$ cat config.mk
export PLATFORM = sky130hd
export DESIGN_NAME = rv_core
export DESIGN_NICKNAME = d
export VERILOG_FILES = /design/src/logic/rv_core_pkg.sv /design/src/logic/rv_dec_if.sv /design/src/logic/rv_core.sv /design/src/logic/rv_exu.sv /design/src/logic/rv_idu.sv /design/src/logic/rv_imm_gen.sv /design/src/logic/rv_pc_unit.sv /design/src/logic/rv_regfile.sv
export SDC_FILE = /design/constraint.sdc
export NUM_CORES = 2
export LEC_CHECK = 0
export BUFFER_PORTS_ARGS = -buffer_cell sky130_fd_sc_hd__buf_2
export CAP_MARGIN = 10
export CORE_MARGIN = 4
export CORE_UTILIZATION = 40
export CTS_CLUSTER_SIZE = 12
export DETAILED_ROUTE_END_ITERATION = 7
export MAX_ROUTING_LAYER = met4
export PLACE_DENSITY = 0.56
export REMOVE_ABC_BUFFERS = 1
export SYNTH_ARGS = -nofsm -noshare
export SYNTH_HDL_FRONTEND = slang
export SYNTH_SLANG_ARGS = --single-unit
export TNS_END_PERCENT = 20
$ cat constraint.sdc
create_clock -name i_clk -period 18.8 [get_ports i_clk]
set_input_delay 1.88 -clock i_clk [delete_from_list [all_inputs] [get_ports i_clk]]
set_output_delay 1.88 -clock i_clk [all_outputs]
set_load 0.02 [all_outputs]
$ cat src/logic/rv_core_pkg.sv
// rv64i core package: data widths, instruction encodings and control field codes
`default_nettype none

package rv_core_pkg;

  localparam int XLEN     = 64;
  localparam int ILEN     = 32;
  localparam int REG_AW   = 5;
  localparam int NUM_REGS = 32;

  typedef logic [XLEN-1:0]   xlen_t;
  typedef logic [ILEN-1:0]   inst_t;
  typedef logic [REG_AW-1:0] reg_idx_t;

  // immediate format select
  typedef logic [2:0] imm_fmt_t;
  localparam imm_fmt_t IMM_I = 3'b000;
  localparam imm_fmt_t IMM_U = 3'b001;
  localparam imm_fmt_t IMM_S = 3'b010;
  localparam imm_fmt_t IMM_J = 3'b100;

  // alu operation, halt and illegal share the code space so the execute unit
  // can raise its requests straight from the operation code
  typedef logic [3:0] alu_ctr_t;
  localparam alu_ctr_t ALU_ADD     = 4'b0000;
  localparam alu_ctr_t ALU_COPY_B  = 4'b0011;
  localparam alu_ctr_t ALU_HALT    = 4'b1110;
  localparam alu_ctr_t ALU_ILLEGAL = 4'b1111;

  // operand b source
  typedef logic [1:0] op_b_sel_t;
  localparam op_b_sel_t OPB_RS2  = 2'b00;
  localparam op_b_sel_t OPB_IMM  = 2'b01;
  localparam op_b_sel_t OPB_FOUR = 2'b10;

  // major opcodes
  localparam logic [6:0] OPC_LUI    = 7'b0110111;
  localparam logic [6:0] OPC_AUIPC  = 7'b0010111;
  localparam logic [6:0] OPC_JAL    = 7'b1101111;
  localparam logic [6:0] OPC_OPIMM  = 7'b0010011;
  localparam logic [6:0] OPC_STORE  = 7'b0100011;
  localparam logic [6:0] OPC_SYSTEM = 7'b1110011;

  // funct3 codes
  localparam logic [2:0] F3_ADDI = 3'b000;
  localparam logic [2:0] F3_SD   = 3'b011;
  localparam logic [2:0] F3_PRIV = 3'b000;

  // one instruction is four bytes, used for the link value and the sequential pc
  localparam xlen_t PC_STEP = 64'd4;

  localparam xlen_t RESET_PC = 64'h0000_0000_8000_0000;

endpackage

`default_nettype wire

$ cat src/logic/rv_dec_if.sv
// decoded control bundle from the decoder to the execute unit and register file
`timescale 1ns/1ps
`default_nettype none

interface rv_dec_if;
  import rv_core_pkg::*;

  xlen_t     imm;
  reg_idx_t  ra;
  reg_idx_t  rb;
  reg_idx_t  rd;
  logic      wen;
  logic      a_is_pc;
  op_b_sel_t b_sel;
  alu_ctr_t  alu_ctr;
  logic      is_store;
  logic      is_jump;

  modport dec (
    output imm, ra, rb, rd, wen, a_is_pc, b_sel, alu_ctr, is_store, is_jump
  );

  modport exu (
    input imm, a_is_pc, b_sel, alu_ctr, is_store, is_jump
  );

  modport rf (
    input ra, rb, rd, wen
  );

endinterface

`default_nettype wire

$ cat src/logic/rv_core.sv
// rv64i single-cycle core top: decode, register file, execute and pc units
`timescale 1ns/1ps
`default_nettype none

module rv_core (
  input  logic               i_clk,
  input  logic               i_rst_n,
  input  rv_core_pkg::inst_t i_inst,
  output rv_core_pkg::xlen_t o_pc,
  output logic               o_dmem_wen,
  output rv_core_pkg::xlen_t o_dmem_addr,
  output rv_core_pkg::xlen_t o_dmem_wdata,
  output logic               o_halt,
  output logic               o_illegal
);
  import rv_core_pkg::*;

  xlen_t rs1_data;
  xlen_t rs2_data;
  xlen_t result;
  xlen_t target;
  logic  jump;
  logic  halt_req;
  logic  illegal_req;
  logic  commit;

  rv_dec_if dec_bus ();

  rv_idu u_idu (
    .i_inst (i_inst),
    .dec    (dec_bus)
  );

  rv_regfile u_regfile (
    .i_clk    (i_clk),
    .i_rst_n  (i_rst_n),
    .rf       (dec_bus),
    .i_wdata  (result),
    .i_wen_ok (commit),
    .o_rs1    (rs1_data),
    .o_rs2    (rs2_data)
  );

  rv_exu u_exu (
    .i_pc          (o_pc),
    .i_rs1         (rs1_data),
    .i_rs2         (rs2_data),
    .i_commit      (commit),
    .ex            (dec_bus),
    .o_result      (result),
    .o_jump        (jump),
    .o_target      (target),
    .o_halt_req    (halt_req),
    .o_illegal_req (illegal_req),
    .o_store       (o_dmem_wen),
    .o_store_addr  (o_dmem_addr),
    .o_store_data  (o_dmem_wdata)
  );

  rv_pc_unit u_pc_unit (
    .i_clk         (i_clk),
    .i_rst_n       (i_rst_n),
    .i_jump        (jump),
    .i_target      (target),
    .i_halt_req    (halt_req),
    .i_illegal_req (illegal_req),
    .o_pc          (o_pc),
    .o_halted      (o_halt),
    .o_illegal     (o_illegal),
    .o_commit      (commit)
  );

endmodule

`default_nettype wire

$ cat src/logic/rv_exu.sv
// execute unit: operand select, alu, jump target and store address and data
`timescale 1ns/1ps
`default_nettype none

module rv_exu (
  input  rv_core_pkg::xlen_t i_pc,
  input  rv_core_pkg::xlen_t i_rs1,
  input  rv_core_pkg::xlen_t i_rs2,
  input  logic               i_commit,
  rv_dec_if.exu              ex,
  output rv_core_pkg::xlen_t o_result,
  output logic               o_jump,
  output rv_core_pkg::xlen_t o_target,
  output logic               o_halt_req,
  output logic               o_illegal_req,
  output logic               o_store,
  output rv_core_pkg::xlen_t o_store_addr,
  output rv_core_pkg::xlen_t o_store_data
);
  import rv_core_pkg::*;

  xlen_t op_a;
  xlen_t op_b;
  xlen_t sum;

  assign op_a = ex.a_is_pc ? i_pc : i_rs1;

  always_comb begin
    case (ex.b_sel)
      OPB_RS2:  op_b = i_rs2;
      OPB_IMM:  op_b = ex.imm;
      OPB_FOUR: op_b = PC_STEP;
      default:  op_b = '0;
    endcase
  end

  assign sum = op_a + op_b;

  always_comb begin
    case (ex.alu_ctr)
      ALU_ADD:    o_result = sum;
      ALU_COPY_B: o_result = op_b;
      default:    o_result = '0;
    endcase
  end

  // jal uses operand b for the link value, so the target needs its own adder
  assign o_jump   = ex.is_jump;
  assign o_target = i_pc + ex.imm;

  assign o_halt_req    = (ex.alu_ctr == ALU_HALT);
  assign o_illegal_req = (ex.alu_ctr == ALU_ILLEGAL);

  // sd: address is rs1 + imm, data is rs2 as a whole doubleword
  assign o_store      = ex.is_store && i_commit;
  assign o_store_addr = sum;
  assign o_store_data = i_rs2;

endmodule

`default_nettype wire

$ cat src/logic/rv_idu.sv
// instruction decode: classifies lui, auipc, jal, addi, sd and ebreak into control fields
`timescale 1ns/1ps
`default_nettype none

module rv_idu (
  input rv_core_pkg::inst_t i_inst,
  rv_dec_if.dec             dec
);
  import rv_core_pkg::*;

  logic [6:0] opcode;
  logic [2:0] funct3;
  logic       inst_lui;
  logic       inst_auipc;
  logic       inst_jal;
  logic       inst_addi;
  logic       inst_sd;
  logic       inst_ebreak;
  logic       type_u;
  logic       type_s;
  logic       type_j;
  imm_fmt_t   imm_fmt;

  assign opcode = i_inst[6:0];
  assign funct3 = i_inst[14:12];

  assign dec.ra = i_inst[19:15];
  assign dec.rb = i_inst[24:20];
  assign dec.rd = i_inst[11:7];

  assign inst_lui    = (opcode == OPC_LUI);
  assign inst_auipc  = (opcode == OPC_AUIPC);
  assign inst_jal    = (opcode == OPC_JAL);
  assign inst_addi   = (opcode == OPC_OPIMM)  && (funct3 == F3_ADDI);
  assign inst_sd     = (opcode == OPC_STORE)  && (funct3 == F3_SD);
  assign inst_ebreak = (opcode == OPC_SYSTEM) && (funct3 == F3_PRIV);

  assign type_u = inst_lui | inst_auipc;
  assign type_s = inst_sd;
  assign type_j = inst_jal;

  always_comb begin
    if (type_j) begin
      imm_fmt = IMM_J;
    end else if (type_s) begin
      imm_fmt = IMM_S;
    end else if (type_u) begin
      imm_fmt = IMM_U;
    end else begin
      imm_fmt = IMM_I;
    end
  end

  rv_imm_gen u_imm_gen (
    .i_inst (i_inst),
    .i_fmt  (imm_fmt),
    .o_imm  (dec.imm)
  );

  // ebreak and illegal words never write a register
  assign dec.wen     = inst_lui | inst_auipc | inst_jal | inst_addi;
  assign dec.a_is_pc = inst_auipc | inst_jal;

  // jal writes the link value pc + 4, the target is formed separately in the execute unit
  always_comb begin
    if (type_j) begin
      dec.b_sel = OPB_FOUR;
    end else if (type_u | type_s | inst_addi) begin
      dec.b_sel = OPB_IMM;
    end else begin
      dec.b_sel = OPB_RS2;
    end
  end

  always_comb begin
    if (inst_lui) begin
      dec.alu_ctr = ALU_COPY_B;
    end else if (inst_auipc | inst_jal | inst_addi | inst_sd) begin
      dec.alu_ctr = ALU_ADD;
    end else if (inst_ebreak) begin
      dec.alu_ctr = ALU_HALT;
    end else begin
      dec.alu_ctr = ALU_ILLEGAL;
    end
  end

  assign dec.is_store = inst_sd;
  assign dec.is_jump  = inst_jal;

  // the opcode and funct3 compares must never overlap, or the
  // priority order above would silently pick one class
  always_comb begin
    a_match_onehot: assert #0 (
      $onehot0({inst_lui, inst_auipc, inst_jal, inst_addi, inst_sd, inst_ebreak})
    ) else $error("more than one instruction match for %h", i_inst);
  end

endmodule

`default_nettype wire

$ cat src/logic/rv_imm_gen.sv
// immediate generator: builds the sign-extended i, u, s and j immediates and picks one
`timescale 1ns/1ps
`default_nettype none

module rv_imm_gen (
  input  rv_core_pkg::inst_t    i_inst,
  input  rv_core_pkg::imm_fmt_t i_fmt,
  output rv_core_pkg::xlen_t    o_imm
);
  import rv_core_pkg::*;

  xlen_t imm_i;
  xlen_t imm_u;
  xlen_t imm_s;
  xlen_t imm_j;

  assign imm_i = {{52{i_inst[31]}}, i_inst[31:20]};

  // u immediate is a 32-bit value, sign extended to the full word on rv64
  assign imm_u = {{32{i_inst[31]}}, i_inst[31:12], 12'b0};

  assign imm_s = {{52{i_inst[31]}}, i_inst[31:25], i_inst[11:7]};

  // jal offset bits are scattered across the word, bit 0 is always zero
  assign imm_j = {
    {44{i_inst[31]}},
    i_inst[19:12],
    i_inst[20],
    i_inst[30:21],
    1'b0
  };

  always_comb begin
    case (i_fmt)
      IMM_I:   o_imm = imm_i;
      IMM_U:   o_imm = imm_u;
      IMM_S:   o_imm = imm_s;
      IMM_J:   o_imm = imm_j;
      default: o_imm = '0;
    endcase
  end

endmodule

`default_nettype wire

$ cat src/logic/rv_pc_unit.sv
// program counter: next-pc select, halt and illegal latches, retire enable
`timescale 1ns/1ps
`default_nettype none

module rv_pc_unit (
  input  logic               i_clk,
  input  logic               i_rst_n,
  input  logic               i_jump,
  input  rv_core_pkg::xlen_t i_target,
  input  logic               i_halt_req,
  input  logic               i_illegal_req,
  output rv_core_pkg::xlen_t o_pc,
  output logic               o_halted,
  output logic               o_illegal,
  output logic               o_commit
);
  import rv_core_pkg::*;

  xlen_t pc_q;
  logic  halted_q;
  logic  illegal_q;

  // the current instruction may retire only while running and not halting now
  assign o_commit = !halted_q && !i_halt_req && !i_illegal_req;

  always_ff @(posedge i_clk) begin
    if (!i_rst_n) begin
      pc_q      <= RESET_PC;
      halted_q  <= 1'b0;
      illegal_q <= 1'b0;
    end else begin
      if (o_commit) begin
        pc_q <= i_jump ? i_target : pc_q + PC_STEP;
      end
      if (!halted_q && (i_halt_req || i_illegal_req)) begin
        halted_q  <= 1'b1;
        illegal_q <= i_illegal_req;
      end
    end
  end

  assign o_pc      = pc_q;
  assign o_halted  = halted_q;
  assign o_illegal = illegal_q;

  a_pc_aligned: assert property (
    @(posedge i_clk) disable iff (!i_rst_n) o_pc[1:0] == 2'b00
  ) else $error("pc %h is not word aligned", o_pc);

endmodule

`default_nettype wire

$ cat src/logic/rv_regfile.sv
// register file: 32 x 64-bit, two combinational read ports, one write port, x0 reads zero
`timescale 1ns/1ps
`default_nettype none

module rv_regfile (
  input  logic               i_clk,
  input  logic               i_rst_n,
  rv_dec_if.rf               rf,
  input  rv_core_pkg::xlen_t i_wdata,
  input  logic               i_wen_ok,
  output rv_core_pkg::xlen_t o_rs1,
  output rv_core_pkg::xlen_t o_rs2
);
  import rv_core_pkg::*;

  // only x1 to x31 have storage
  xlen_t regs [1:NUM_REGS-1];
  logic  do_write;

  assign do_write = rf.wen && i_wen_ok && (rf.rd != '0);

  always_ff @(posedge i_clk) begin
    if (!i_rst_n) begin
      for (int i = 1; i < NUM_REGS; i++) begin
        regs[i] <= '0;
      end
    end else if (do_write) begin
      regs[rf.rd] <= i_wdata;
    end
  end

  always_comb begin
    if (rf.ra == '0) begin
      o_rs1 = '0;
    end else begin
      o_rs1 = regs[rf.ra];
    end
  end

  always_comb begin
    if (rf.rb == '0) begin
      o_rs2 = '0;
    end else begin
      o_rs2 = regs[rf.rb];
    end
  end

  // a write aimed at x0 in one cycle must not show up on a later read
  a_x0_zero: assert property (
    @(posedge i_clk) disable iff (!i_rst_n)
    (rf.wen && rf.rd == '0) ##1 (rf.ra == '0) |-> (o_rs1 == '0)
  ) else $error("x0 read back nonzero after a write to x0");

endmodule

`default_nettype wire

Word-level counts from Yosys, hierarchy flattened:

Memory sizes are Yosys's and may differ from the RTL's.
Index checks and enable logic that the tools add are counted.

* flip-flop bits (word level): 66
* bits in writable memories: 1984
* input bits: 34
* output and inout bits: 195
* logic and storage cells: 73
* memories: 1

Memories
* u_regfile.regs: depth 31, width 64, read ports 2, clocked after Yosys merged registers in 0, wr ports 31, line rv_regfile.sv:17 `xlen_t regs [1:NUM_REGS-1];`

* add/sub/neg operators: 3
* equal/unequal tests: 15
* muxes and demuxes: 22
* bitwise logic cells: 8
* reductions and logical operators: 21

Operator list (number)
* two-way mux 64 bit: 5
* one-hot mux 64 bit (4 select lines): 1
* one-hot mux 64 bit (3 select lines): 1
* adder 64 bit: 2
* one-hot mux 64 bit (2 select lines): 1
* adder 64 x 3 -> 64 bit, second input constant: 1
* OR reduction 64 bit: 1
* equality test 7 x 5 -> 1 bit, second input constant: 2
* equality test 7 x 6 -> 1 bit, second input constant: 2
* equality test 7 bit, second input constant: 2
* zero test 5 bit: 2
* logical AND 1 bit: 9
* equality test 4 bit, second input constant: 2
* two-way mux 1 bit: 8
* two-way mux 4 bit: 2
* OR 1 bit: 8
* equality test 3 x 2 -> 1 bit, second input constant: 2
* zero test 3 bit: 2
* two-way mux 3 bit: 2
* two-way mux 5 bit: 1
* nonzero test 5 bit: 1
* equality test 4 x 2 -> 1 bit, second input constant: 1
* zero test 4 bit: 1
* equality test 3 x 1 -> 1 bit, second input constant: 1
* 7 further kinds: 9

Longest topological paths before layout:

* depth in word-level cells: 17
* depth in mapped cells: 24
* mapped depth without buffers: 19

By module:

From an unflattened synthesis, not the netlist that was laid out.

* cells, all modules: 9226
* area total of the unflattened synthesis: 123642.3 um^2

Modules (own cells, without submodules)
* rv_regfile: instances 1, cells each 6986, area an instance 107969.8 um^2, sequential area each 61499.0 um^2
* rv_exu: instances 1, cells each 1485, area an instance 10251.1 um^2, sequential area each 0.0 um^2
* rv_pc_unit: instances 1, cells each 610, area an instance 4322.9 um^2, sequential area each 1321.3 um^2
* rv_imm_gen: instances 1, cells each 106, area an instance 784.5 um^2, sequential area each 0.0 um^2
* rv_idu: instances 1, cells each 39, area an instance 314.1 um^2, sequential area each 0.0 um^2

Worst setup path before layout:

Ideal clock, no wire load.

* path type: input port to output port
* start point: input i_inst[20]
* end point: output o_dmem_addr[63]
* arrival time: 7.245 ns
* data required time: 16.920 ns
* path slack: 9.675 ns
* stages on the path: 19
* buffers on the path: 4
* cells stage by stage: buf_6 > clkbuf_1 > buf_1 > buf_2 > mux4_2 > mux4_2 > mux2i_1 > nor2_1 > o22a_1 > ha_1 > nand4b_1 > a2111o_1 > a2111oi_4 > o311ai_2 > a211oi_2 > o21ai_2 > a2111oi_4 > or3_1 > xnor2_1

* word-level cells in the longest chain between the ends: 4
* elaborated cells between the ends (all ways): 6
* classes of those cells: add/sub: 1; mux: 3; reduce/logical: 1; memory: 1

RTL lines
* start, declared: line rv_core.sv:8 `input rv_core_pkg::inst_t i_inst,`
* memory (31 x 64 bit) or zero test 5 bit (tied branches)
* two-way mux 64 bit (*): line rv_regfile.sv:41 `if (rf.rb == '0) begin`
* via o_dmem_wdata[2]: line rv_core.sv:12 `output rv_core_pkg::xlen_t o_dmem_wdata,`
* one-hot mux 64 bit (3 select lines) (*): line rv_exu.sv:29 `case (ex.b_sel)`
* adder 64 bit (*): line rv_exu.sv:37 `assign sum = op_a + op_b;`
* end, declared: line rv_core.sv:11 `output rv_core_pkg::xlen_t o_dmem_addr,`

Mark *: on every way through the listed nets, which the timed path passes. The rest lies on a longest branch.

Worst setup path in the final report:

* start point: input i_inst[15]
* end point: output o_dmem_addr[41]

* word-level cells in the longest chain between the ends: 4
* elaborated cells between the ends (all ways): 7
* classes of those cells: add/sub: 1; mux: 4; reduce/logical: 1; memory: 1

RTL lines
* memory (31 x 64 bit) or zero test 5 bit (tied branches)
* two-way mux 64 bit: line rv_regfile.sv:33 `if (rf.ra == '0) begin`
* two-way mux 64 bit: line rv_exu.sv:26 `assign op_a = ex.a_is_pc ? i_pc : i_rs1;`
* adder 64 bit (*): line rv_exu.sv:37

Every way passes the cells marked *; elsewhere a longest branch is shown, timed or not.

==> reports/summary.txt <==
status: finished, final reports clean
area of the multi-input gates: 51400 µm²
CTS Hold Buffers Added: 0
Worst setup EP type: output port
FMAX: 80.1 MHz
DRC viols: 0
worst vdd ir: 0.0786 mV
largest net degree at the start of global routing: 103
Arr. time, crit path: 10.60 ns
Synth Instances: 8618
ys async rst share: 0%
Die Y: 549 µm
share of layout cells above drive strength 1: 25.7%
Root Driver: clkbuf_16
Post-DRT Antenna Nets: 0
Final Max Slew Viols: 0
fill cell count: 25969
CTS H-tree depth: 4
worst slack, placed: 6.23 ns
RSZ-0062 raised after global routing: no
hold_sp: u_pc_unit.o_illegal$_SDFFE_PN0P_
final core occ: 44.6%
number of iterations in the first detailed-routing pass: 5
sequential cell area fraction in the yosys report: 53.7%
number of synthesized register bits: 2114
Max Cap Viol: 0
CTS Sinks: 2114
detailed router's first-iteration violation count: 11897
hold slack: 0.503 ns
number of synthesized flops with an enable pin: 2048
Synth-to-Final Area Change: 11.0%
R2R setup slack: 11.46 ns
Syn. warnings: 0
worst min-delay path class: register to register
crit path from: i_inst[15]
gpl congestion: 1.02
P per Cell Area: 90.2 nW/µm²
Post-CTS Setup Inserts: 0
Post-CTS Resized: 0
Lkg Pwr: 44.1 nW
Initial Utilization: 40.2%
synthesized area: 117000 µm²
core area: 291000 µm²
I/O pin count: 229
setup TNS: 0 ns
Rows: 198
final-report setup violation count: 0
PnR worst setup slack: 6.32 ns
initial antenna violation count: 23
vias: 83531
ys flop type: edfxtp_1
worst slew pin tran: 1.23 ns
Worst setup SP type: input pin
Reg area: 62800 µm²
Syn Area/Cell: 13.6 µm²
Num CTS Buffers: 234
fin crit share: 66.4%
Setup Skew: 0.0787 ns
first-pass GRT wire length: 672000 µm
Critical Path RT: 16.92 ns
Skew-Pair Late Insertion Delay: 0.94 ns
Rel. slew slack: 16.0%
vias per cell: 6.62
Reg-to-Reg End: u_regfile.regs[24][57]$_SDFFCE_PN0P_
FF-to-FF path depth: 16
critical path peak fanout: 63
number of global-route vias before repair: 83633
fin crit period: 12.48 ns
total die area: 301000 µm²
clock-pin slew on the worst setup and hold paths: 0.06 ns
DIE WIDTH: 549 µm
drt wl/cell: 38.9 µm
Hold Fails Final Rpt: 0
Max Buffers Root-to-Sink: 4
PortBufs: 228
critical path class: input pin to output port
grt total ovfl: 0
crit path to: o_dmem_addr[41]
GRT Total Usage: 32.9%
final WL: 490000 µm
CTS tree: built
dpl hpwl: 295000 µm
FF-to-FF Start: u_regfile.regs[14][10]$_SDFFCE_PN0P_
nets: 8686
synth unique cells: 82
-- metal layers --
layer | routed length (µm) | up-vias | global-route usage [%]
met5 | 0 | - | -
met4 | 38300 | 0 | 20.6
met3 | 49800 | 1558 | 7.24
met2 | 236000 | 5566 | 52.5
met1 | 167000 | 43671 | 37.9
li1 | - | 32736 | -
-- worst min-delay path by stage --
stage	end	slack (ns)	depth (start not counted)
global route	u_pc_unit.o_illegal$_SDFFE_PN0P_	0.55	2
detailed placement	u_pc_unit.o_illegal$_SDFFE_PN0P_	0.50	2
finish	u_pc_unit.o_illegal$_SDFFE_PN0P_	0.50	2
CTS	u_pc_unit.o_illegal$_SDFFE_PN0P_	0.50	2
global placement	u_pc_unit.o_illegal$_SDFFE_PN0P_	0.49	2
floorplan	u_pc_unit.o_pc[63]$_SDFFE_PN0P_	0.56	2
-- area by class of cell --
class,count,share of cell area [%]
Antenna cell,19,0.0366
Clock buffer,286,4.69
Clock inverter,123,0.718
Inverter,116,0.335
Multi-Input combinational cell,5573,39.6
Sequential cell,2114,48.4
Tap cell,3900,3.76
Timing Repair Buffer,484,2.54
-- metrics by stage --
stage,cells,instance area (µm²),power (mW)
after global routing,12612,130000,12.0
after CTS,12594,130000,11.7
after floorplan,7803,114000,6.46
after detailed placement,12185,123000,7.37
after global placement,12185,123000,7.36
final,12615,130000,11.7
-- synth_stat cells (31+ instances only) --
cell      number  area [µm²]
a21o_1       106         796
a21oi_1      332        1660
a22o_1        31         272
a31oi_1       33         206
and3_1        40         250
buf_1        160         601
buf_2         33         165
clkbuf_1     681        2560
dfxtp_1       66        1320
edfxtp_1    2048       61500
ha_1         127        1590
inv_1        115         432
mux2i_1       76         761
mux4_2      1280       28800
nand2_1      430        1610
nand2b_1      66         413
nand3_1       68         340
nand4_1       57         357
nor2_1      2089        7840
nor3_1        62         310
o21ai_0      213        1070
xnor2_1       68         596
xor2_1        44         385
-- worst max-delay path, stage by stage --
cell	delay [ns]
buf_8	0.51
buf_4	0.85
buf_4	0.95
buf_4	0.78
mux4_2	0.60
mux4_2	0.48
mux2i_1	0.40
o21ai_0	0.16
ha_1	0.43
nand2_1	0.20
nor3_1	0.19
nand4_1	0.14
a2bb2oi_1	0.90
nand2_1	0.51
xor2_1	0.99
buf_2	0.32
-- sequential cells by signal (all words and copies together) (netlist names) --
register / cells
u_pc_unit.o_illegal: 1
u_pc_unit.o_halted: 1
u_pc_unit.o_pc: 64
u_regfile.regs: 2048
-- kinds of logic after synthesis --
group	count (synthesis)	share of synthesized area, %
DFF	2114	53.7
buffers and inverters	994	3.27
AOI/OAI and AO/OA	968	5.21
and+or+nand+nor	2943	10.3
muxes	1357	25.3
adders and majority gates	129	1.39
other	1	0.00321
xor gates and xnor gates	112	0.839
-- power breakdown --
part           internal [mW]  total (mW)  switching [mW]
sequential              5.31        5.39          0.0763
clock                   2.45        4.40            1.96
combinational          0.658        1.92            1.26
-- cell usage in the layout (no fill, tap or decap), drive strengths merged, types with 21 or more instances in the layout --
master	count
a22oi	23
a21oi	361
xor2	44
a22o	31
nand3	68
and2	24
nand2b	66
a31oi	33
a211oi	21
conb	64
mux2i	76
nor2	2089
nor3	62
nor2b	26
o21ai	222
nand2	431
dfxtp	66
mux4	1280
and3	40
clkinv	104
a21o	106
edfxtp	2048
inv	119
o21bai	27
clkbuf	286
nand4	57
xnor2	68
buf	484
ha	127
No activity file was read; power rests on OpenSTA's default activity.
